==> src/hdl/cpu_pkg.sv <==
`default_nettype none

package cpu_pkg;

   parameter int ADDR_W = 32;
   parameter int DATA_W = 32;

   // values not listed here trap
   typedef enum logic [3:0] {
      OP_LDI  = 4'h1,
      OP_ADDI = 4'h2,
      OP_XORI = 4'h3,
      OP_LD   = 4'h4,
      OP_ST   = 4'h5,
      OP_HLT  = 4'hf
   } opcode_e;

   typedef struct packed {
      opcode_e     op;
      logic [3:0]  strb;
      logic [23:0] addr;
   } instr_mem_t;

   typedef struct packed {
      opcode_e     op;
      logic [27:0] imm;
   } instr_imm_t;

   typedef union packed {
      instr_mem_t mem;
      instr_imm_t imm;
   } instr_u;

   // instr flag picks the route of the unified bus
   typedef struct packed {
      logic              valid;
      logic              instr;
      logic [ADDR_W-1:0] addr;
      logic [DATA_W-1:0] wdata;
      logic [3:0]        wstrb;
   } mem_req_t;

   typedef struct packed {
      logic              ready;
      logic [DATA_W-1:0] rdata;
   } mem_rsp_t;

   typedef struct packed {
      logic [ADDR_W-1:0] pc;
      logic [DATA_W-1:0] acc;
   } trace_t;

endpackage

`default_nettype wire

==> src/hdl/acc_core.sv <==
`timescale 1ns/1ns
`default_nettype none

module acc_core (
   input  wire                          clk,
   input  wire                          i_reset,
   input  cpu_pkg::mem_rsp_t            i_rsp,
   input  wire [cpu_pkg::DATA_W-1:0]    i_alu_result,
   output cpu_pkg::mem_req_t            o_req,
   output cpu_pkg::opcode_e             o_alu_op,
   output logic [cpu_pkg::DATA_W-1:0]   o_acc,
   output logic [cpu_pkg::DATA_W-1:0]   o_imm,
   output logic                         o_trace_valid,
   output cpu_pkg::trace_t              o_trace,
   output logic                         o_halted,
   output logic                         o_trap
);

   typedef enum logic [1:0] {
      S_FETCH,
      S_DECODE,
      S_DATA,
      S_HALT
   } state_e;

   state_e                      state_q;
   cpu_pkg::mem_req_t           req_q;
   cpu_pkg::instr_u             ir_q;
   cpu_pkg::instr_u             fetch_word;
   logic [cpu_pkg::ADDR_W-1:0]  pc_q;
   logic [cpu_pkg::ADDR_W-1:0]  pc_next;
   logic [cpu_pkg::DATA_W-1:0]  acc_q;
   logic [cpu_pkg::DATA_W-1:0]  acc_after;
   logic                        is_imm;

   function automatic cpu_pkg::mem_req_t fetch_at(input logic [cpu_pkg::ADDR_W-1:0] addr);
      cpu_pkg::mem_req_t req;
      req       = '0;
      req.valid = 1'b1;
      req.instr = 1'b1;
      req.addr  = addr;
      return req;
   endfunction

   // word on the bus while a fetch completes
   assign fetch_word = i_rsp.rdata;
   assign is_imm     = fetch_word.imm.op inside {cpu_pkg::OP_LDI, cpu_pkg::OP_ADDI,
                                                 cpu_pkg::OP_XORI};
   assign pc_next    = pc_q + {{(cpu_pkg::ADDR_W-3){1'b0}}, 3'd4};
   assign acc_after  = (ir_q.mem.op == cpu_pkg::OP_LD) ? i_rsp.rdata : acc_q;

   assign o_req    = req_q;
   assign o_alu_op = fetch_word.imm.op;
   assign o_acc    = acc_q;
   assign o_imm    = {{(cpu_pkg::DATA_W-28){1'b0}}, fetch_word.imm.imm};

   always_ff @(posedge clk)
   begin
      o_trace_valid <= 1'b0;
      if (i_reset)
      begin
         state_q     <= S_FETCH;
         pc_q        <= '0;
         acc_q       <= '0;
         req_q.valid <= 1'b0;
         o_halted    <= 1'b0;
         o_trap      <= 1'b0;
      end
      else
      begin
         case (state_q)
            S_FETCH:
            begin
               // first cycle out of reset raises the request
               if (!req_q.valid)
               begin
                  req_q <= fetch_at(pc_q);
               end
               else if (i_rsp.ready)
               begin
                  ir_q <= fetch_word;
                  if (is_imm)
                  begin
                     // immediates retire straight from the fetch
                     acc_q         <= i_alu_result;
                     pc_q          <= pc_next;
                     req_q         <= fetch_at(pc_next);
                     o_trace_valid <= 1'b1;
                     o_trace.pc    <= pc_q;
                     o_trace.acc   <= i_alu_result;
                  end
                  else
                  begin
                     req_q.valid <= 1'b0;
                     state_q     <= S_DECODE;
                  end
               end
            end
            S_DECODE:
            begin
               case (ir_q.mem.op)
                  cpu_pkg::OP_LD, cpu_pkg::OP_ST:
                  begin
                     req_q.valid <= 1'b1;
                     req_q.instr <= 1'b0;
                     req_q.addr  <= {{(cpu_pkg::ADDR_W-24){1'b0}}, ir_q.mem.addr[23:2], 2'b00};
                     req_q.wdata <= acc_q;
                     req_q.wstrb <= (ir_q.mem.op == cpu_pkg::OP_ST) ? ir_q.mem.strb : 4'b0000;
                     state_q     <= S_DATA;
                  end
                  cpu_pkg::OP_HLT:
                  begin
                     o_trace_valid <= 1'b1;
                     o_trace.pc    <= pc_q;
                     o_trace.acc   <= acc_q;
                     o_halted      <= 1'b1;
                     state_q       <= S_HALT;
                  end
                  default:
                  begin
                     o_trap  <= 1'b1;
                     state_q <= S_HALT;
                  end
               endcase
            end
            S_DATA:
            begin
               if (i_rsp.ready)
               begin
                  acc_q         <= acc_after;
                  o_trace_valid <= 1'b1;
                  o_trace.pc    <= pc_q;
                  o_trace.acc   <= acc_after;
                  pc_q          <= pc_next;
                  req_q         <= fetch_at(pc_next);
                  state_q       <= S_FETCH;
               end
            end
            default:
            begin
               // stopped until the next reset
               state_q <= S_HALT;
            end
         endcase
      end
   end

endmodule

`default_nettype wire

==> config.mk <==
export PLATFORM = sky130hd
export DESIGN_NAME = acc_core
export DESIGN_NICKNAME = d
export VERILOG_FILES = /design/src/hdl/cpu_pkg.sv /design/src/hdl/acc_core.sv
export SDC_FILE = /design/constraint.sdc
export NUM_CORES = 1
export LEC_CHECK = 0
export BUFFER_PORTS_ARGS = -buffer_cell sky130_fd_sc_hd__clkbuf_2
export CAP_MARGIN = 10
export CORE_ASPECT_RATIO = 0.9
export CORE_MARGIN = 5
export CORE_UTILIZATION = 40
export CTS_CLUSTER_DIAMETER = 200
export DETAILED_ROUTE_END_ITERATION = 6
export PLACE_DENSITY_LB_ADDON = 0.1
export SETUP_SLACK_MARGIN = 0.2
export SLEW_MARGIN = 20
export SYNTH_ARGS = -nofsm -noshare
export SYNTH_HDL_FRONTEND = slang
export SYNTH_SLANG_ARGS = --single-unit
export TNS_END_PERCENT = 10
==> constraint.sdc <==
create_clock -name clk -period 8.2 [get_ports clk]
set_clock_uncertainty 0.15 [all_clocks]
set_input_delay 0.82 -clock clk [delete_from_list [all_inputs] [get_ports clk]]
set_output_delay 0.82 -clock clk [all_outputs]
set_load 0.05 [all_outputs]
==> summary.md <==
| Metric | Value |
|---|---|
| Status | finished clean |
| Global Route Usage Sum | 0.196 |
| Antenna violations before repair | 1 |
| Worst path max stage delay | 0.82 ns |
| Final max-slew violation count | 0 |
| Most used flip-flop cell after synthesis | edfxtp_1 |
| Drt first pass iters | 5 |
| Clk buf depth | 3 |
| Area growth syn-to-layout | 21.1% |
| Largest net degree at the start of global routing | 106 |
| Static leakage | 4.76 nW |
| H-tree Lvls | 1 |
| Fill cells | 2472 |
| WHS | 0.324 ns |
| Largest cells by area after synthesis | edfxtp_1 (45%), dfxtp_1 (13%), a21oi_1 (4.4%) |
| Post-CTS sizing | 0 |
| Cell mode on critical path | inv_1 |
| Worst reg2reg setup slack | 4.88 ns |
| WS Path Type | reg -> reg |
| Worst-Skew Late Latency | 0.52 ns |
| Tmin final | 3.32 ns |
| Die area | 0.0296 mm² |
| Total number of vias | 8068 |
| Worst setup margin | 4.88 ns |
| RSZ-0062 raised after global routing | no |
| PortBufs | 263 |
| Synth Cell Area | 0.0105 mm² |
| Nets | 1265 |
| Final hold violation count | 0 |
| Pre-CTS setup slack | 4.87 ns |
| CP Max Fanout | 80 |
| CTS tree | done |
| Fin util | 0.490 |
| DRT Wirelength | 30.3 mm |
| Yosys cell types | 60 |
| WP data required | 8.25 ns |
| Worst reg2reg startpoint | state_q[1] |
| Routed WL per cell | 19.4 µm |
| Vias/cell | 5.17 |
| Post-synth EDFFs | 159 |
| Clock tree sinks | 227 |
| CTS Root Cell | clkbuf_16 |
| Pwr dens | 342 mW/mm² |
| Dpl hpwl | 20.2 mm |
| Register area share after synthesis | 0.584 |
| Num ports | 272 |
| FF-to-FF End | o_trace[56] |
| Layout Cells excl Fill | 1561 |
| Fraction of registers with async set or reset after synthesis | 0 |
| CTS buffer count | 26 |
| Post-Route Setup TNS | 0 ns |
| Core box area | 0.0260 mm² |
| Setup crit end kind | flop |
| Grt ovf | 0 |
| Hold EP | o_halted |
| Most frequent cells in the layout | clkbuf_2 (262), edfxtp_1 (159), nand2_1 (110) |
| Synth top area share | 0.454 |
| YS warnings | 0 |
| Tot Pwr | 4.35 mW |
| Number of global-route vias before repair | 7665 |
| GPL Wtd Cong | 0.843 |
| Worst hold path type | reg -> reg |
| Layout cells sized above 1 | 0.274 |
| Max-Cap Viols | 0 |
| Hold Path Origin | o_halted |
| Synth Register Bits | 227 |
| Area leader, netlist | edfxtp_1 |
| Peak supply drop | 178 µV |
| Hold Path Cell Cnt | 2 |
| First-pass GRT wire length | 46.0 mm |
| Critical Path Start Type | flop |
| Hold buffers post-CTS | 0 |
| Ant. Diodes | 0 |
| Die width | 181 µm |
| Routed Antenna Nets | 0 |
| Initial cell density of the core | 0.404 |
| Synth Instances | 992 |
| Placed cell count | 1513 |
| Rel. slew slack | 0.323 |
| Placed cell areas | 0.0119 mm² |
| Syn_area_per_cell | 10.6 µm² |
| # DRC | 0 |
| Critical path arrival | 3.38 ns |
| DR iter-0 viols | 608 |
| Critical path, cell by cell | inv_1, ha_4, inv_1, o32ai_1, and4b_4, buf_16 |
| Endpoints failing setup | 0 |
| Row cnt | 56 |
| Clk pin slew, worst setup/hold paths | 0.06 ns |
| Fmax | 301 MHz |
| Commonest non-fill, non-tap cell in the layout | clkbuf_2 |
| Crit path max-delay cell type | ha_4 |
| Postcts setup bufs | 0 |
| Actual slew at the worst max-slew pin | 1.02 ns |
| R2r worst-path depth | 6 |
| Period utilization | 0.405 |
| Finished Cell Area | 0.0127 mm² |
| Die Span Y | 164 µm |
==> final cells by class <==
cell class	count	area (µm²)	share of cell area
clock buffers	42	772	0.0606
clock inverters	6	57.6	0.00452
inverters	10	37.5	0.00295
multi-input cells	655	3880	0.305
flip-flops and latches	227	6140	0.482
well taps	348	435	0.0342
repair buffers	273	1410	0.111
==> Yosys cell counts, drive strengths merged (4+ instances only) <==
cell	n
a21oi	92
a22oi	6
a31oi	5
a32oi	4
and2	42
buf	58
clkbuf	49
dfxtp	68
edfxtp	159
ha	5
inv	10
mux2i	33
nand2	111
nand3	22
nand4	15
nor2	106
nor2b	35
nor3	14
nor4	7
o211ai	34
o21ai	30
o311ai	5
or3	8
or4	4
xnor2	8
xor2	20
==> registers in the layout (all words and copies together), names as in the netlist <==
register and flops:
o_req 68, o_trace 62, o_acc 32, ir_q 30
pc_q 30, state_q 2, o_halted 1, o_trace_valid 1
o_trap 1
==> power breakdown <==
part	total, mW	leakage [nW]	internal [mW]	switching [mW]
clock network	1.12	0.406	0.673	0.448
registers	1.60	2.06	1.51	0.0871
logic	1.63	2.29	0.354	1.28
total	4.35	4.76	2.54	1.81
==> critical path, delay by kind of cell (launching register included) <==
kind                     cells  cell delay, ns
AO/OA/AOI/OAI                1            0.19
adder cells (fa/ha/maj)      1            0.82
buffers and inverters        3            0.73
AND/OR/NAND/NOR              1            0.63
flip-flops                   1            0.40
==> metal layers <==
layer,routed length [µm],up-vias,share of wire,track usage
met5,13,-,0.00043,0
met3,2200,30,0.073,0.0476
li1,-,3939,-,-
met4,417,2,0.014,0.0351
met2,13600,267,0.45,0.304
met1,14000,3830,0.46,0.284
==> how the worst max path moves through the flow <==
| stage | startpoint | endpoint | cells after the start |
|---|---|---|---|
| final | state_q[1] | o_trace[56] | 6 |
| after global routing | state_q[1] | o_trace[21] | 6 |
| after CTS | state_q[1] | o_trace[24] | 6 |
| after detailed placement | i_rsp[31] | o_trace[26] | 6 |
| after global placement | state_q[1] | o_trace[57] | 5 |
| after floorplan | i_rsp[31] | o_req[0] | 5 |
==> kinds of logic (layout without fill, tap and decap cells) <==
logic type | after synthesis | after routing | synth area share
other cells | 1 | 8 | 0.000357
fa+ha+maj | 5 | 5 | 0.00595
mux | 35 | 35 | 0.0336
buf+inv | 117 | 331 | 0.0576
compound gates | 202 | 202 | 0.119
simple gates | 377 | 377 | 0.177
xor+xnor | 28 | 28 | 0.0233
flops | 227 | 227 | 0.584
(Power assumes the default switching activity.)
