<file path="src/hdl/cpu_pkg.sv">
`default_nettype none

package cpu_pkg;

   parameter int ADDR_W = 32;
   parameter int DATA_W = 32;

   // values not listed here trap
   typedef enum logic [3:0] {
      OP_LDI  = 4'h1,
      OP_ADDI = 4'h2,
      OP_XORI = 4'h3,
      OP_LD   = 4'h4,
      OP_ST   = 4'h5,
      OP_HLT  = 4'hf
   } opcode_e;

   typedef struct packed {
      opcode_e     op;
      logic [3:0]  strb;
      logic [23:0] addr;
   } instr_mem_t;

   typedef struct packed {
      opcode_e     op;
      logic [27:0] imm;
   } instr_imm_t;

   typedef union packed {
      instr_mem_t mem;
      instr_imm_t imm;
   } instr_u;

   // instr flag picks the route of the unified bus
   typedef struct packed {
      logic              valid;
      logic              instr;
      logic [ADDR_W-1:0] addr;
      logic [DATA_W-1:0] wdata;
      logic [3:0]        wstrb;
   } mem_req_t;

   typedef struct packed {
      logic              ready;
      logic [DATA_W-1:0] rdata;
   } mem_rsp_t;

   typedef struct packed {
      logic [ADDR_W-1:0] pc;
      logic [DATA_W-1:0] acc;
   } trace_t;

endpackage

`default_nettype wire

</file>
<file path="src/hdl/bus_splitter.sv">
`timescale 1ns/1ns
`default_nettype none

module bus_splitter (
   input  cpu_pkg::mem_req_t            i_req,
   input  wire                          i_i_ready,
   input  wire [cpu_pkg::DATA_W-1:0]    i_i_data,
   input  cpu_pkg::mem_rsp_t            i_d_rsp,
   output cpu_pkg::mem_rsp_t            o_rsp,
   output logic                         o_i_valid,
   output logic [cpu_pkg::ADDR_W-1:0]   o_i_addr,
   output cpu_pkg::mem_req_t            o_d_req,
   output logic                         o_halt_fetch
);

   logic i_active;

   assign i_active = i_req.valid & i_req.instr;

   assign o_i_valid = i_active;
   assign o_i_addr  = i_req.addr;

   // high whenever no fetch is outstanding
   assign o_halt_fetch = ~i_active;

   always_comb
   begin
      o_d_req       = i_req;
      o_d_req.valid = i_req.valid & ~i_req.instr;
      o_d_req.instr = 1'b0;
      if (i_req.instr)
      begin
         o_d_req.wstrb = 4'b0000;
      end
   end

   // answer comes back from whichever bus the flag picked
   always_comb
   begin
      if (i_req.instr)
      begin
         o_rsp.ready = i_i_ready;
         o_rsp.rdata = i_i_data;
      end
      else
      begin
         o_rsp.ready = i_d_rsp.ready;
         o_rsp.rdata = i_d_rsp.rdata;
      end
   end

endmodule

`default_nettype wire

</file>
<file path="config.mk">
export PLATFORM = sky130hd
export DESIGN_NAME = bus_splitter
export DESIGN_NICKNAME = d
export VERILOG_FILES = /design/src/hdl/cpu_pkg.sv /design/src/hdl/bus_splitter.sv
export SDC_FILE = /design/constraint.sdc
export NUM_CORES = 1
export LEC_CHECK = 0
export ABC_AREA = 1
export BUFFER_PORTS_ARGS = -buffer_cell sky130_fd_sc_hd__buf_2
export CORE_AREA = 8 8 100 102
export DETAILED_ROUTE_END_ITERATION = 10
export DIE_AREA = 0 0 108 110
export PLACE_DENSITY = 0.64
export SLEW_MARGIN = 10
export SYNTH_ARGS = -nofsm -noshare
export SYNTH_HDL_FRONTEND = slang
export SYNTH_SLANG_ARGS = --single-unit
</file>
<file path="constraint.sdc">
create_clock -name vclk -period 0.8
set_input_delay 0.24 -clock vclk [all_inputs]
set_output_delay 0.24 -clock vclk [all_outputs]
set_load 0.005 [all_outputs]
</file>
==> key figures, run 1 <==
Cells and area
  – Area of the multi-input gates: 520 um^2
  – Util after Layout: 17.4%
  – Reg area: 0 um^2
  – Syn-to-layout area delta: 23.1%
  – Nets@finish: 370
  – Fin cells: 340
  – Fillers: 991
  – Layout cell share with drive strength beyond 1: 65.5%
  – Antenna cells: 0
  – FFs & Latches: 0
  – Layout clock buffer count: 0

Logic synthesis
  – Syn avg cell area: 5.51 um^2
  – Synthesized net count: 353
  – Synth Instances: 217
  – Cell taking the most area after synthesis: buf_4
  – Post-Syn Area: about 0.0012 mm^2
  – Sequential share of the synthesized area: 0%
  – Syn. warnings: 0
  – Top post-synthesis cells by area: buf_4, nand2_1, buf_2
  – Synth unique cells: 8
  – Yosys top cell area share: 61.5%

Route
  – Uppermost layer routed: met4
  – Metal3 WL: 970 um
  – Drt total wl: 5.94 mm
  – Starting DRC count in detailed routing: 52
  – Avg WL per Cell: roughly 17 um
  – DR vias/cell: approximately 3.6
  – DRT Pass-1 Iters: 4
  – DRC: 0
  – Routed via count: 1,224
  – Metal-1 WL: 1.79 mm
  – DRT antenna net count: 0
  – Metal2 WL: 2.76 mm

Power and ir drop
  – Leakage power: 0.940 nW
  – VDD IR-drop max: just over 0.1 mV
  – PD cells: around 540 mW/mm^2

Global route
  – Vias in the first global route: about 1,300
  – Largest net degree at the start of global routing: 21
  – First-pass GRT wire length: ~7.6 mm
  – All-Layer GR Usage: 8.43%
  – Grt ovf: 0
  – Antenna violations before repair: 0

Floorplan
  – Die Ht: approximately 110 um
  – Core Box Area: about 0.0085 mm^2
  – Initial core utilization: 14.1%
  – Row cnt: 34
  – Die W: 108 um
  – Die area: 0.0119 mm^2
  – IO Pins: 273

STA
  – Fin. Hold Viols: 0
  – Setup ws final: -0.257 ns
  – Max Fclk: 946 MHz
  – Final Slew Violations: 0
  – Minimum clock period: 1.06 ns
  – Unrepaired setup endpoints after global routing: yes
  – Final setup vio count: 40
  – Period utilization: 132%
  – Final setup TNS: -8.71 ns

Place
  – Place WS: -0.336 ns
  – Hpwl dp: around 4.5 mm
  – Placed instance count: between 300 and 400
  – Number of port buffers: 112
  – RePlAce Congestion: 0.654

Min path
  – HP Class: primary input to output port

Setup path
  – Critical Path Sink Type: output port
  – Startpoint types: primary input
  – Critical path arrival: 0.82 ns
  – Worst Path Max Fanout: 6
  – Worst path required time: 0.56 ns
  – Worst Setup Path Type: primary input to output port

Outcome
  – Failing checks: setup timing
  – Status: finished, violations left

Clock network
  – # hold bufs at CTS: 0

Job
  – Maxcap violations: 0
==> cell families (layout without fill, tap and decap cells) <==
kind of cell,count (synthesis),in the layout,synth area share [%]
simple gates,105,105,32.9
buf+inv,111,126,66.7
other cells,1,1,0.314
==> synthesized netlist by cell type <==
cell	count
nand2_1	100
buf_4	98
inv_1	6
buf_2	5
nor2_1	5
buf_6	1
conb_1	1
inv_2	1
==> through the flow <==
| stage | instance area, um^2 | hold slack (ns) | total power, mW |
|---|---|---|---|
| global route | 1470 | 0.480 | 0.872 |
| floorplan | 1200 | 0.537 | 0.608 |
| detailed placement | 1180 | 0.480 | 0.605 |
| CTS | 1320 | 0.480 | 0.708 |
| global placement | 1180 | 0.480 | 0.606 |
| finish | 1470 | 0.480 | 0.792 |
==> report_power, final <==
group          switching, mW  internal (mW)  leakage, nW
sequential                 0              0            0
clock                      0              0            0
combinational          0.369          0.423        0.940
total                  0.369          0.423        0.940
==> final cells by class <==
type,count,share of cell area [%]
Multi-Input combinational cell,106,35.3
Tap cell,108,9.18
Inverter,7,2.89
Timing Repair Buffer,119,52.6
==> worst paths after layout <==
check	startpoint	endpoint	cells past startpoint
setup / recovery	i_req[68]	o_rsp[32]	6
hold / removal	i_req[50]	o_i_addr[14]	0
==> cell usage in the layout (no fill, tap or decap) <==
master,n
nor2_1,1
inv_1,5
clkbuf_16,1
buf_12,4
conb_1,1
buf_2,106
inv_2,1
nand2_4,9
nand2_1,73
buf_16,3
nand2_2,18
buf_6,5
nor2_2,4
inv_16,1
==> repair_timing <==
action	in CTS	in global routing
setup endpoints to repair	40	40
buffers inserted	1	0
hold endpoints to repair	0	0
cloned	3	1
gates resized for setup	20	38
pin swaps	0	8
==> routing by layer <==
| layer | global-route usage [%] | vias to the layer above |
|---|---|---|
| li1 | - | 572 |
| met1 | 7.53 | 489 |
| met2 | 14.9 | 107 |
| met3 | 4.24 | 56 |
| met4 | 5.55 | 0 |
| met5 | 0 | - |
==> worst max-delay path, stage by stage <==
cell and delay, ns:
buf_12 0.13, inv_16 0.08, clkbuf_16 0.15, nand2_2 0.05, nand2_2 0.07, buf_6 0.09
No activity file was read; power rests on OpenSTA's default activity.
==> inputs of run 2 (changes only) <==
Settings changed: GPL_TIMING_DRIVEN set to 0, TNS_END_PERCENT set to 50.
==> run 2 against run 1 <==
The run still ends with setup timing left. First-iteration DRC count grew 3.8%. Core utilization grew 12 points. Sequential share of layout area is the same.
==> key figures, run 2 (same netlist as run 1, synthesis figures left out) <==
Power and ir drop
  – Leakage power: 1.73 nW (was 0.940 nW)
  – Tot Pwr: 1.31 mW (was 792 uW)
  – PD cells: 521 mW/mm^2 (was 538 mW/mm^2)
  – VDD IR-drop max: 0.203 mV (was 0.101 mV)

Global route
  – All-Layer GR Usage: 10.3% (was 8.43%)
  – Grt ovf: 0 (unchanged)
  – Antenna violations before repair: 0 (unchanged)
  – First-pass GRT wire length: 10.1 mm (was 7.60 mm)
  – Largest net degree at the start of global routing: 11 (was 21)
  – Vias in the first global route: 2,063 (was 1,282)

STA
  – Final Slew Violations: 0 (unchanged)
  – Max Fclk: 916 MHz (was 946 MHz)
  – Final setup vio count: 40 (unchanged)
  – Unrepaired setup endpoints after global routing: yes (unchanged)
  – Minimum clock period: 1.09 ns (was 1.06 ns)
  – Fin. Hold Viols: 0 (unchanged)
  – Setup ws final: -0.292 ns (was -0.257 ns)
  – Period utilization: 136% (was 132%)

Route
  – DRT antenna net count: 0 (unchanged)
  – Metal2 WL: 3.81 mm (was 2.76 mm)
  – Routed via count: 1,907 (was 1,224)
  – DRT Pass-1 Iters: 2 (was 4)
  – Starting DRC count in detailed routing: 54 (was 52)
  – Uppermost layer routed: met3 (was met4)
  – DRC: 0 (unchanged)
  – Drt total wl: 7.35 mm (was 5.94 mm)
  – DR vias/cell: 3.55 (was 3.60)
  – Metal-1 WL: 2.43 mm (was 1.79 mm)
  – Avg WL per Cell: 13.7 um (was 17.5 um)
  – Metal3 WL: 1.11 mm (was 970 um)

Cells and area
  – FFs & Latches: 0 (unchanged)
  – Layout cell share with drive strength beyond 1: 76.9% (was 65.5%)
  – Nets@finish: 567 (was 370)
  – Area of the multi-input gates: 445 um^2 (was 520 um^2)
  – Layout clock buffer count: 0 (unchanged)
  – Fin area: 0.00252 mm^2 (was 0.00147 mm^2)
  – Fillers: 970 (was 991)
  – Commonest non-fill, non-tap cell in the layout: buf_2 (unchanged)
  – Syn-to-layout area delta: 111% (was 23.1%)
  – Util after Layout: 29.8% (was 17.4%)
  – Antenna cells: 0 (unchanged)
  – Most frequent cells in the layout: buf_2, buf_4, nand2_1, nand2_2 (was buf_2, nand2_1, nand2_2, nand2_4)
  – Reg area: 0 um^2 (unchanged)

Clock network
  – # hold bufs at CTS: 0 (unchanged)

Setup path
  – Startpoint types: primary input (unchanged)
  – Slowest cell delay on critical path: 0.13 ns (was 0.15 ns)
  – Worst Setup Path Type: primary input to output port (unchanged)
  – Worst Path Max Fanout: 6 (unchanged)
  – Critical path cell sequence: buf_12 -> buf_6 -> buf_12 -> nand2_1 -> nand2_1 -> buf_2 (was buf_12 -> inv_16 -> clkbuf_16 -> nand2_2 -> nand2_2 -> buf_6)
  – Critical path arrival: 0.85 ns (was 0.82 ns)
  – Critical Path Sink Type: output port (unchanged)
  – Slowest-stage cell, CP: buf_12 (was clkbuf_16)
  – Worst path required time: 0.56 ns (about the same)

Floorplan
  – Initial core utilization: 14.1% (unchanged)
  – IO Pins: 273 (unchanged)
  – Core Box Area: 0.00847 mm^2 (unchanged)
  – Die area: 0.0119 mm^2 (unchanged)
  – Die Ht: 110 um (unchanged)
  – Row cnt: 34 (unchanged)
  – Die W: 108 um (unchanged)

Min path
  – Cells on Worst Hold Path: 2 (was 0)
  – HP Class: primary input to output port (unchanged)

Place
  – Number of port buffers: 208 (was 112)
  – RePlAce Congestion: 0.800 (was 0.654)
  – Hpwl dp: 6.82 mm (was 4.46 mm)
  – Placed Area: 0.00238 mm^2 (was 0.00118 mm^2)

Outcome
  – Status: finished, violations left (unchanged)
  – Failing checks: setup timing (unchanged)

Job
  – Maxcap violations: 0 (unchanged)
run 2: cell types whose count changed in the layout (fill, tap and decap cells not counted), sizes merged:
cell	delta
buf	+198
clkbuf	-1
run 2: cell type report:
| class | count | area share, % |
|---|---|---|
| Buffer | 104 | 31.8 |
| Inverter | 7 | 1.24 |
| Multi-Input combinational cell | 106 | 17.7 |
| Tap cell | 108 | 5.36 |
| Timing Repair Buffer | 212 | 44.0 |
run 2: layer usage:
layer / vias up / GRT usage, %
li1: 963 / -
met1: 786 / 10.3
met2: 158 / 20.5
met3: 0 / 4.07
met4: 0 / 0
met5: - / 0
run 2: final timing paths:
| path | startpoint | end | slack, ns |
|---|---|---|---|
| hold / removal | i_req[45] | o_i_addr[9] | 0.65 |
| setup / recovery | i_req[68] | o_rsp[5] | -0.29 |
run 2: where the power goes:
part / switching, mW / internal, mW
clock network: 0 / 0
logic: 0.502 / 0.812
registers: 0 / 0
run 2: through the flow:
stage / cells / setup slack [ns] / hold WS (ns) / TNS, ns
2_1_floorplan: 217 / -0.0306 / 0.537 / -0.919
4_1_cts: 537 / -0.294 / 0.650 / -10.37
3_3_place_gp: 533 / -0.490 / 0.651 / -15.25
6_report: 537 / -0.292 / 0.648 / -9.67
3_5_place_dp: 533 / -0.485 / 0.650 / -15.14
5_1_grt: 537 / -0.318 / 0.652 / -11.46
run 2: repair_timing:
item | CTS | global route
buffers inserted | 2 | 0
gates resized for setup | 24 | 10
gates cloned | 2 | 0
setup endpoints to repair | 40 | 40
pin swaps | 2 | 1
run 2: worst max-delay path: cells and delay by family:
kind | cells | cell delay, ns
AND/OR/NAND/NOR | 2 | 0.11
buffers and inverters | 4 | 0.49
