<file path="config.mk">
export PLATFORM = sky130hd
export DESIGN_NAME = alu_unit
export DESIGN_NICKNAME = d
export VERILOG_FILES = /design/src/hdl/cpu_pkg.sv /design/src/hdl/alu_unit.sv
export SDC_FILE = /design/constraint.sdc
export NUM_CORES = 1
export LEC_CHECK = 0
export ABC_AREA = 1
export BUFFER_PORTS_ARGS = -buffer_cell sky130_fd_sc_hd__buf_2
export CORE_MARGIN = 4
export CORE_UTILIZATION = 40
export DETAILED_ROUTE_END_ITERATION = 7
export PLACE_DENSITY_LB_ADDON = 0.08
export SYNTH_ARGS = -nofsm -noshare
export SYNTH_HDL_FRONTEND = slang
export SYNTH_SLANG_ARGS = --single-unit
</file>
<file path="constraint.sdc">
create_clock -name vclk -period 2.6
set_clock_uncertainty 0.05 [all_clocks]
set_input_delay 0.39 -clock vclk [all_inputs]
set_output_delay 0.39 -clock vclk [all_outputs]
set_load 0.05 [all_outputs]
</file>
<file path="src/hdl/cpu_pkg.sv">
`default_nettype none

package cpu_pkg;

   parameter int ADDR_W = 32;
   parameter int DATA_W = 32;

   // values not listed here trap
   typedef enum logic [3:0] {
      OP_LDI  = 4'h1,
      OP_ADDI = 4'h2,
      OP_XORI = 4'h3,
      OP_LD   = 4'h4,
      OP_ST   = 4'h5,
      OP_HLT  = 4'hf
   } opcode_e;

   typedef struct packed {
      opcode_e     op;
      logic [3:0]  strb;
      logic [23:0] addr;
   } instr_mem_t;

   typedef struct packed {
      opcode_e     op;
      logic [27:0] imm;
   } instr_imm_t;

   typedef union packed {
      instr_mem_t mem;
      instr_imm_t imm;
   } instr_u;

   // instr flag picks the route of the unified bus
   typedef struct packed {
      logic              valid;
      logic              instr;
      logic [ADDR_W-1:0] addr;
      logic [DATA_W-1:0] wdata;
      logic [3:0]        wstrb;
   } mem_req_t;

   typedef struct packed {
      logic              ready;
      logic [DATA_W-1:0] rdata;
   } mem_rsp_t;

   typedef struct packed {
      logic [ADDR_W-1:0] pc;
      logic [DATA_W-1:0] acc;
   } trace_t;

endpackage

`default_nettype wire

</file>
<file path="src/hdl/alu_unit.sv">
`timescale 1ns/1ns
`default_nettype none

module alu_unit (
   input  cpu_pkg::opcode_e             i_op,
   input  wire [cpu_pkg::DATA_W-1:0]    i_acc,
   input  wire [cpu_pkg::DATA_W-1:0]    i_imm,
   output logic [cpu_pkg::DATA_W-1:0]   o_result
);

   // immediate arrives already zero extended
   always_comb
   begin
      case (i_op)
         cpu_pkg::OP_LDI:
         begin
            o_result = i_imm;
         end
         cpu_pkg::OP_ADDI:
         begin
            o_result = i_acc + i_imm;
         end
         cpu_pkg::OP_XORI:
         begin
            o_result = i_acc ^ i_imm;
         end
         default:
         begin
            // memory ops and halt leave acc alone
            o_result = i_acc;
         end
      endcase
   end

endmodule

`default_nettype wire

</file>
==> results of run 1 <==
metrics by stage:
stage          std cells  setup slack, ns  util [%]   TNS, ns  hold slack (ns)
4_1_cts              919         0.001643     54.56         0            1.119
2_1_floorplan        676          0.04921         -         0           0.9566
5_1_grt              922         -0.03239     61.10  -0.05791            1.148
6_report             922          0.06861     61.10         0            1.119
3_3_place_gp         919         -0.05661     53.85   -0.2102            1.146
3_5_place_dp         919         -0.08742     53.85   -0.4980            1.153
how the worst max path moves through the flow:
stage / startpoint / slack (ns) / endpoint
floorplan: i_acc[0] / 0.05 / o_result[24]
global placement: i_acc[5] / -0.06 / o_result[30]
detailed placement: i_acc[0] / -0.09 / o_result[16]
CTS: i_acc[7] / 0.002 / o_result[27]
global route: i_acc[14] / -0.03 / o_result[31]
finish: i_imm[0] / 0.07 / o_result[4]
kinds of logic after synthesis:
| family | Yosys count | share of synthesized area (%) |
|---|---|---|
| AOI/OAI and AO/OA | 42 | 7.813 |
| xor gates and xnor gates | 3 | 0.8205 |
| adders and majority gates | 32 | 12.73 |
| buffers and inverters | 131 | 15.94 |
| and+or+nand+nor | 468 | 62.70 |
power groups by stage:
stage	clock network, uW	logic, uW	registers (uW)
finish	0	1190	0
detailed placement	0	1020	0
global placement	0	1010	0
global route	0	1310	0
floorplan	0	680	0
CTS	0	1050	0
repair_timing:
| action | CTS | global route |
|---|---|---|
| gates resized for setup | 19 | 108 |
| buffers inserted | 0 | 3 |
| hold buffers | 0 | 0 |
| endpoints found under the setup margin | 12 | 25 |
| pin swaps | 0 | 12 |
final cells by class:
cell class	instances	area share, %
repair buffers	156	21.04
inverters	119	9.412
well taps	102	2.689
multi-input cells	545	66.86
cell usage in the layout, fill, tap and decap left out, types with 8 or more instances in the layout:
cell / synthesis / final
inv_1: 116 / 115
ha_4: 0 / 21
buf_6: 1 / 8
buf_2: 6 / 81
nor2_2: 7 / 17
nand4_1: 29 / 29
a21oi_2: 2 / 12
nand2_2: 14 / 23
nand2_1: 310 / 294
nand3_1: 49 / 44
a21oi_1: 25 / 14
nor2_1: 38 / 28
buf_4: 1 / 65
nand3_2: 4 / 8
tightest hold or removal path, delay by kind of cell:
family        cells  cell delay [ns]
buf+inv           2             0.25
simple gates      2             0.14
per-layer routing:
metal	global-route usage, %	share of wire, %
met2	39.48	46
met1	32.78	46
met4	3.940	2.2
met5	0	0
met3	1.364	5.8
==> results.py, run 1 <==
metrics = {
    "outcome": {
        "outcome": "finished, final reports clean",
    },
    "setup_path": {
        "crit_path_top_delay_cell": "fa_2",
        "startpoint_type": "input port",
        "path_depth": 10,
        "end_kind": "output pin",
        "cp_max_fo": 4,
        "path_delay_family": "buffers and inverters",
        "critPathKind": "in -> out",
        "crit_path_frequent_cell": "buf_4",
        "worstPathRequired_ns": 2.16,
        "crit_chain": "buf_6 > ha_4 > fa_2 > nand3_2 > nand3_4 > buf_4 > buf_4 > xnor2_1 > o2111ai_2 > buf_2",
        "worst-path-buf-inv": 4,
        "cp.arrival_ns": 2.09,
        "cpPeakStageDelay_ns": 0.40,
    },
    "grt": {
        "grt_pass1_vias": 4087,
        "grt_max_degree": 16,
        "antenna_found_initial": 0,
        "overflow": 0,
        "grt_pass1_wl_mm": 19.09,
        "grt_usage_pct": 23.28,
    },
    "floorplan": {
        "boundaryPins": 100,
        "die_h_microns": 97.49,
        "row_count": 32,
        "initial_core_util_pct": 41.24,
        "die-area_sq_mm": 0.009503,
        "die_w_microns": 97.49,
        "core_area_sq_mm": 0.007767,
    },
    "worst_hold_path": {
        "hp-start": "i_imm[24]",
        "hold_path_depth": 4,
        "min_path_type": "in -> out",
        "hold_path_end": "o_result[24]",
    },
    "yosys": {
        "synthTopCellsByArea": "nand2_1 36%, inv_1 14%, ha_1 12%",
        "ys_seq_area_share_pct": 0,
        "syn_area_sq_mm": 0.003203,
        "synth_common_cells": "310 x nand2_1, 116 x inv_1, 49 x nand3_1",
        "ys_types": 30,
        "synth_top_area_share_pct": 36.33,
        "syn_inst": 676,
        "yosysMostFrequentCell": "nand2_1",
        "synth.net_count": 776,
        "yosysTopAreaCell": "nand2_1",
        "yosys_warnings": 0,
        "syn_avg_cell_area_sq_um": 4.738,
    },
    "pwr": {
        "switching_share_pct": 61.37,
        "power_switching_uw": 731.8,
        "p_leak_uw": 0.002692,
        "pwr-share-seq_pct": 0,
        "p_int_uw": 460.7,
        "power_density_mw_per_mm2": 251.3,
        "ir_worst_vdd_mv": 0.1409,
        "p_total_uw": 1193,
        "p_comb_share_pct": 100.0,
        "clkPwrFrac_pct": 0,
    },
    "drt": {
        "drc": 0,
        "firstDrtPassIters": 5,
        "ant_nets": 0,
        "via_per_inst": 4.938,
        "avgRoutedWirePerCell_microns": 13.32,
        "drt_iter0_markers": 258,
        "vias": 4553,
        "wirelength_mm": 12.28,
    },
    "place": {
        "placement.io_buffers": 100,
        "dp_hpwl_mm": 10.02,
        "place_area_sq_mm": 0.004183,
        "place.gp.congestion": 0.9657,
    },
    "sta": {
        "final_hold_viol_count": 0,
        "relSlewSlack_pct": 78.32,
        "setup_violations": 0,
        "fmax_mhz": 395.0,
        "drv_slew": 0,
        "finalCriticalPeriod_ns": 2.531,
        "worst_slew_pin_slew_ns": 0.3251,
        "min_period_over_period_pct": 97.36,
    },
    "final_layout": {
        "drive_above_1_share_pct": 32.20,
        "area_delta_synth_final_pct": 48.16,
        "fillers": 823,
        "diodes": 0,
        "final_cell_area_sq_mm": 0.004746,
        "clock_buffers": 0,
        "multiInputGateArea_sq_mm": 0.003173,
        "nets": 922,
        "final-seq-area_sq_um": 0,
        "seq_cell_count": 0,
    },
    "run": {
        "max-cap-violations": 0,
    },
}
(Power assumes the default switching activity.)
==> inputs of run 2 (changes only) <==
Settings changed: CELL_PAD_IN_SITES_DETAIL_PLACEMENT set to 0, CELL_PAD_IN_SITES_GLOBAL_PLACEMENT set to 1, CORE_MARGIN 4 to unset, CORE_UTILIZATION 40 to 34, TNS_END_PERCENT set to 20.
==> results.py, run 2 (synthesis results as in run 1) <==
metrics = {
    "sta": {
        "grt_setup_unrepaired": "true",
        "worst_slew_pin_slew_ns": 0.4694,
        "worst_slack_ns": 0.07551,
        "finalCriticalPeriod_ns": 2.524,
        "fmax_mhz": 396.1,
        "relSlewSlack_pct": 68.67,
        "fin_setup_tns_ns": 0,
        "drv_slew": 0,
        "final_hold_viol_count": 0,
        "min_period_over_period_pct": 97.10,
        "setup_violations": 0,
    },
    "final_layout": {
        "clock_buffers": 0,
        "final_cell_mix": "303 x nand2_1, 115 x inv_1, 82 x buf_2",
        "diodes": 0,
        "mostFrequentLayoutCell": "nand2_1",
        "final_cell_area_sq_mm": 0.004707,
        "final-seq-area_sq_um": 0,
        "drive_above_1_share_pct": 30.92,
        "final_cells": 939,
        "area_delta_synth_final_pct": 46.95,
        "nets": 930,
        "seq_cell_count": 0,
    },
    "drt": {
        "vias": 4525,
        "drc": 0,
        "drt_iter0_markers": 160,
        "firstDrtPassIters": 5,
        "via_per_inst": 4.819,
        "wirelength_mm": 12.02,
        "avgRoutedWirePerCell_microns": 12.80,
        "ant_nets": 0,
    },
    "place": {
        "dp_hpwl_mm": 10.07,
        "dp.cells": 938,
        "place_area_sq_mm": 0.004273,
        "post-place-ws_ns": -0.1702,
        "placement.io_buffers": 100,
        "place.gp.congestion": 0.9345,
    },
    "grt": {
        "grt_pass1_wl_mm": 19.05,
        "overflow": 0,
        "grt_pass1_vias": 3946,
        "grt_max_degree": 23,
        "grt_usage_pct": 23.82,
        "antenna_found_initial": 0,
    },
    "setup_path": {
        "critPathKind": "in -> out",
        "worstPathRequired_ns": 2.16,
        "worst-path-buf-inv": 2,
        "path_delay_family": "simple AND/OR/NAND/NOR gates",
        "cpPeakStageDelay_ns": 0.40,
        "crit_chain": "buf_2 > ha_2 > fa_2 > nand3_2 > nand3_4 > nand2_2 > nand2_1 > nand2_1 > nand2_2 > nand2_2 > nand2_1 > nand2_1 > nand3_1 > nand4_1 > buf_6",
        "path_depth": 15,
        "end_kind": "output pin",
        "crit_path_frequent_cell": "nand2_1",
        "crit_path_top_delay_cell": "fa_2",
        "startpoint_type": "input port",
        "cp_max_fo": 5,
        "cp.arrival_ns": 2.08,
    },
    "clock_network": {
        "ctsHoldBuffers": 0,
    },
    "run": {
        "max-cap-violations": 0,
    },
    "floorplan": {
        "die-area_sq_mm": 0.009813,
        "core_area_sq_mm": 0.009196,
        "boundaryPins": 100,
        "initial_core_util_pct": 34.83,
        "row_count": 35,
        "die_h_microns": 99.06,
        "die_w_microns": 99.06,
    },
    "worst_hold_path": {
        "min_path_type": "in -> out",
        "hold_path_depth": 4,
    },
    "pwr": {
        "ir_worst_vdd_mv": 0.1139,
        "p_leak_uw": 0.002715,
        "power_density_mw_per_mm2": 249.5,
    },
    "outcome": {
        "outcome": "finished, final reports clean",
    },
}
## run 2: changes by cell type in the layout (fill, tap and decap cells not counted), sizes merged
cell / change
clkbuf: -1
buf: +9
## run 2: area by class of cell
cell class                      count  area (sq um)
Fill cell                        1023          4489
Inverter                          119         446.7
Multi-Input combinational cell    545          3057
Tap cell                          111         138.9
Timing Repair Buffer              164          1065
## run 2: tightest hold or removal path: stages
cell and delay [ns]:
buf_2 0.09, nand2_1 0.05, nand4_1 0.08, buf_6 0.16
## run 2: report_power, final
group          switching, uW  internal, uW
Clock                      0             0
Sequential                 0             0
Combinational            716           458
Total                    716           458
## run 2: per-stage QoR
| step | power (uW) | util [%] | hold WS (ns) |
|---|---|---|---|
| 2_1_floorplan | 678.5 | - | 0.9566 |
| 3_5_place_dp | 1050 | 46.46 | 1.151 |
| 3_3_place_gp | 1040 | 46.46 | 1.147 |
| 4_1_cts | 1078 | 47.27 | 1.121 |
| 6_report | 1174 | 51.18 | 1.110 |
| 5_1_grt | 1287 | 51.18 | 1.119 |
## run 2: final timing paths
check / from / end / slack (ns)
setup / recovery: i_acc[0] / o_result[24] / 0.08
hold / removal: i_imm[24] / o_result[24] / 1.11
## run 2: layer usage
layer	up-vias	GRT usage [%]	share of wire (%)	wire, microns
met2	97	40.77	45	5421
met4	0	0.7919	0.37	44
met1	2008	35.12	51	6178
met5	-	0	0	0
met3	2	0.3546	3.2	379
li1	2418	-	-	-
## run 2: what timing repair did
item | CTS | global route
setup buffers | 0 | 1
pin swaps | 0 | 8
gates resized for setup | 24 | 75
setup endpoints to repair | 19 | 26
==> inputs of run 3 (changes only) <==
Settings changed: CELL_PAD_IN_SITES_DETAIL_PLACEMENT 0 to 1, CORE_ASPECT_RATIO set to 1.5.
==> results.py, run 3 (synthesis results as in run 1) <==
metrics = {
    "pwr": {
        "p_comb_share_pct": 100.0,
        "p_leak_uw": 0.002830,
        "clkPwrFrac_pct": 0,
        "pwr-share-seq_pct": 0,
        "power_switching_uw": 762.9,
        "ir_worst_vdd_mv": 0.1160,
        "p_int_uw": 512.2,
        "power_density_mw_per_mm2": 256.8,
        "switching_share_pct": 59.83,
    },
    "drt": {
        "dr_wl_met2_mm": 8.733,
        "via_per_inst": 5.149,
        "highest_layer": "met4",
        "drc": 0,
        "ant_nets": 0,
        "dr_wl_met3_microns": 314,
        "wirelength_mm": 14.99,
        "vias": 4953,
        "avgRoutedWirePerCell_microns": 15.58,
        "drt_iter0_markers": 103,
        "drt-met1-wl_mm": 5.216,
        "firstDrtPassIters": 4,
    },
    "setup_path": {
        "path_depth": 15,
        "worstPathRequired_ns": 2.16,
        "path_delay_family": "simple AND/OR/NAND/NOR gates",
        "cp_max_fo": 4,
        "cp.arrival_ns": 2.13,
        "cpPeakStageDelay_ns": 0.36,
        "crit_chain": "buf_2 > ha_1 > nand2_2 > inv_1 > nand2_1 > nand2_1 > nand2_1 > nand2_1 > a21oi_1 > buf_4 > nand2_1 > nand2_1 > nand3_1 > a21oi_2 > buf_6",
        "worst-path-buf-inv": 4,
        "startpoint_type": "input port",
        "crit_path_frequent_cell": "nand2_1",
        "end_kind": "output pin",
        "crit_path_top_delay_cell": "ha_1",
        "critPathKind": "in -> out",
    },
    "sta": {
        "finalCriticalPeriod_ns": 2.569,
        "drv_slew": 0,
        "worst_slack_ns": 0.03137,
        "min_period_over_period_pct": 98.79,
        "relSlewSlack_pct": 71.81,
        "final_hold_viol_count": 0,
        "worst_slew_pin_slew_ns": 0.4229,
        "fmax_mhz": 389.3,
        "setup_violations": 0,
        "grt_setup_unrepaired": "true",
    },
    "place": {
        "dp.cells": 961,
        "dp_hpwl_mm": 12.21,
        "post-place-ws_ns": -0.2199,
        "placement.io_buffers": 100,
        "place.gp.congestion": 0.9256,
        "place_area_sq_mm": 0.004427,
    },
    "final_layout": {
        "final_cell_mix": "299 x nand2_1, 116 x inv_1, 100 x buf_4",
        "area_delta_synth_final_pct": 55.00,
        "drive_above_1_share_pct": 33.65,
        "seq_cell_count": 0,
        "clock_buffers": 0,
        "nets": 952,
        "final-seq-area_sq_um": 0,
        "diodes": 0,
        "final_cell_area_sq_mm": 0.004965,
        "final_cells": 962,
        "mostFrequentLayoutCell": "nand2_1",
    },
    "floorplan": {
        "core_area_sq_mm": 0.009200,
        "die_w_microns": 81.25,
        "die_h_microns": 120.9,
        "row_count": 43,
        "die-area_sq_mm": 0.009821,
        "boundaryPins": 100,
        "initial_core_util_pct": 34.82,
    },
    "grt": {
        "antenna_found_initial": 0,
        "grt_max_degree": 32,
        "grt_pass1_wl_mm": 21.63,
        "grt_pass1_vias": 4959,
        "grt_usage_pct": 28.18,
        "overflow": 0,
    },
    "worst_hold_path": {
        "min_path_type": "in -> out",
        "hold_path_depth": 4,
    },
    "run": {
        "max-cap-violations": 0,
    },
    "outcome": {
        "outcome": "finished, final reports clean",
    },
}
## run 3: cell types whose count changed in the layout (fill, tap and decap cells not counted), moves of 3 or more
cell,delta
buf_4,+27
ha_4,+9
ha_2,-5
nand2_2,+5
ha_1,-4
nand2_1,-4
buf_2,-3
nor2_1,-3
nor2_2,+3
## run 3: layer usage
metal / up-vias / global-route usage, %
met4: 0 / 11.38
met5: - / 0
met2: 118 / 61.82
met1: 2318 / 24.68
met3: 48 / 0.7519
li1: 2469 / -
## run 3: worst paths after layout
kind,to,startpoint,slack (ns)
max,o_result[30],i_acc[25],0.03
min,o_result[28],i_imm[28],1.12
## run 3: timing repair
item / in CTS / in global routing
hold buffers: 0 / 0
pin swaps: 0 / 15
setup buffers: 0 / 1
endpoints found under the hold margin: 0 / 0
setup endpoints to repair: 22 / 27
resized for setup: 35 / 80
## run 3: stage by stage
step | TNS [ns] | total power [uW] | util (%) | hold slack [ns]
after detailed placement | -2.457 | 1113 | 48.12 | 1.164
after global routing | -0.2424 | 1378 | 53.96 | 1.143
after floorplan | -0.08389 | 678.5 | - | 0.9566
final | 0 | 1275 | 53.96 | 1.125
after CTS | -0.03677 | 1153 | 49.35 | 1.117
after global placement | -1.253 | 1081 | 48.12 | 1.150
## run 3: layout make-up
class / instances / area (sq um)
fillers: 1385 / 4235
well taps: 112 / 140.1
repair buffers: 186 / 1225
inverters: 119 / 446.7
multi-input cells: 545 / 3153
## run 3: power by group through the flow
stage	clock, uW	sequential [uW]	combinational (uW)
after detailed placement	0	0	1110
after floorplan	0	0	678
final	0	0	1280
after global routing	0	0	1380
after global placement	0	0	1080
after CTS	0	0	1150
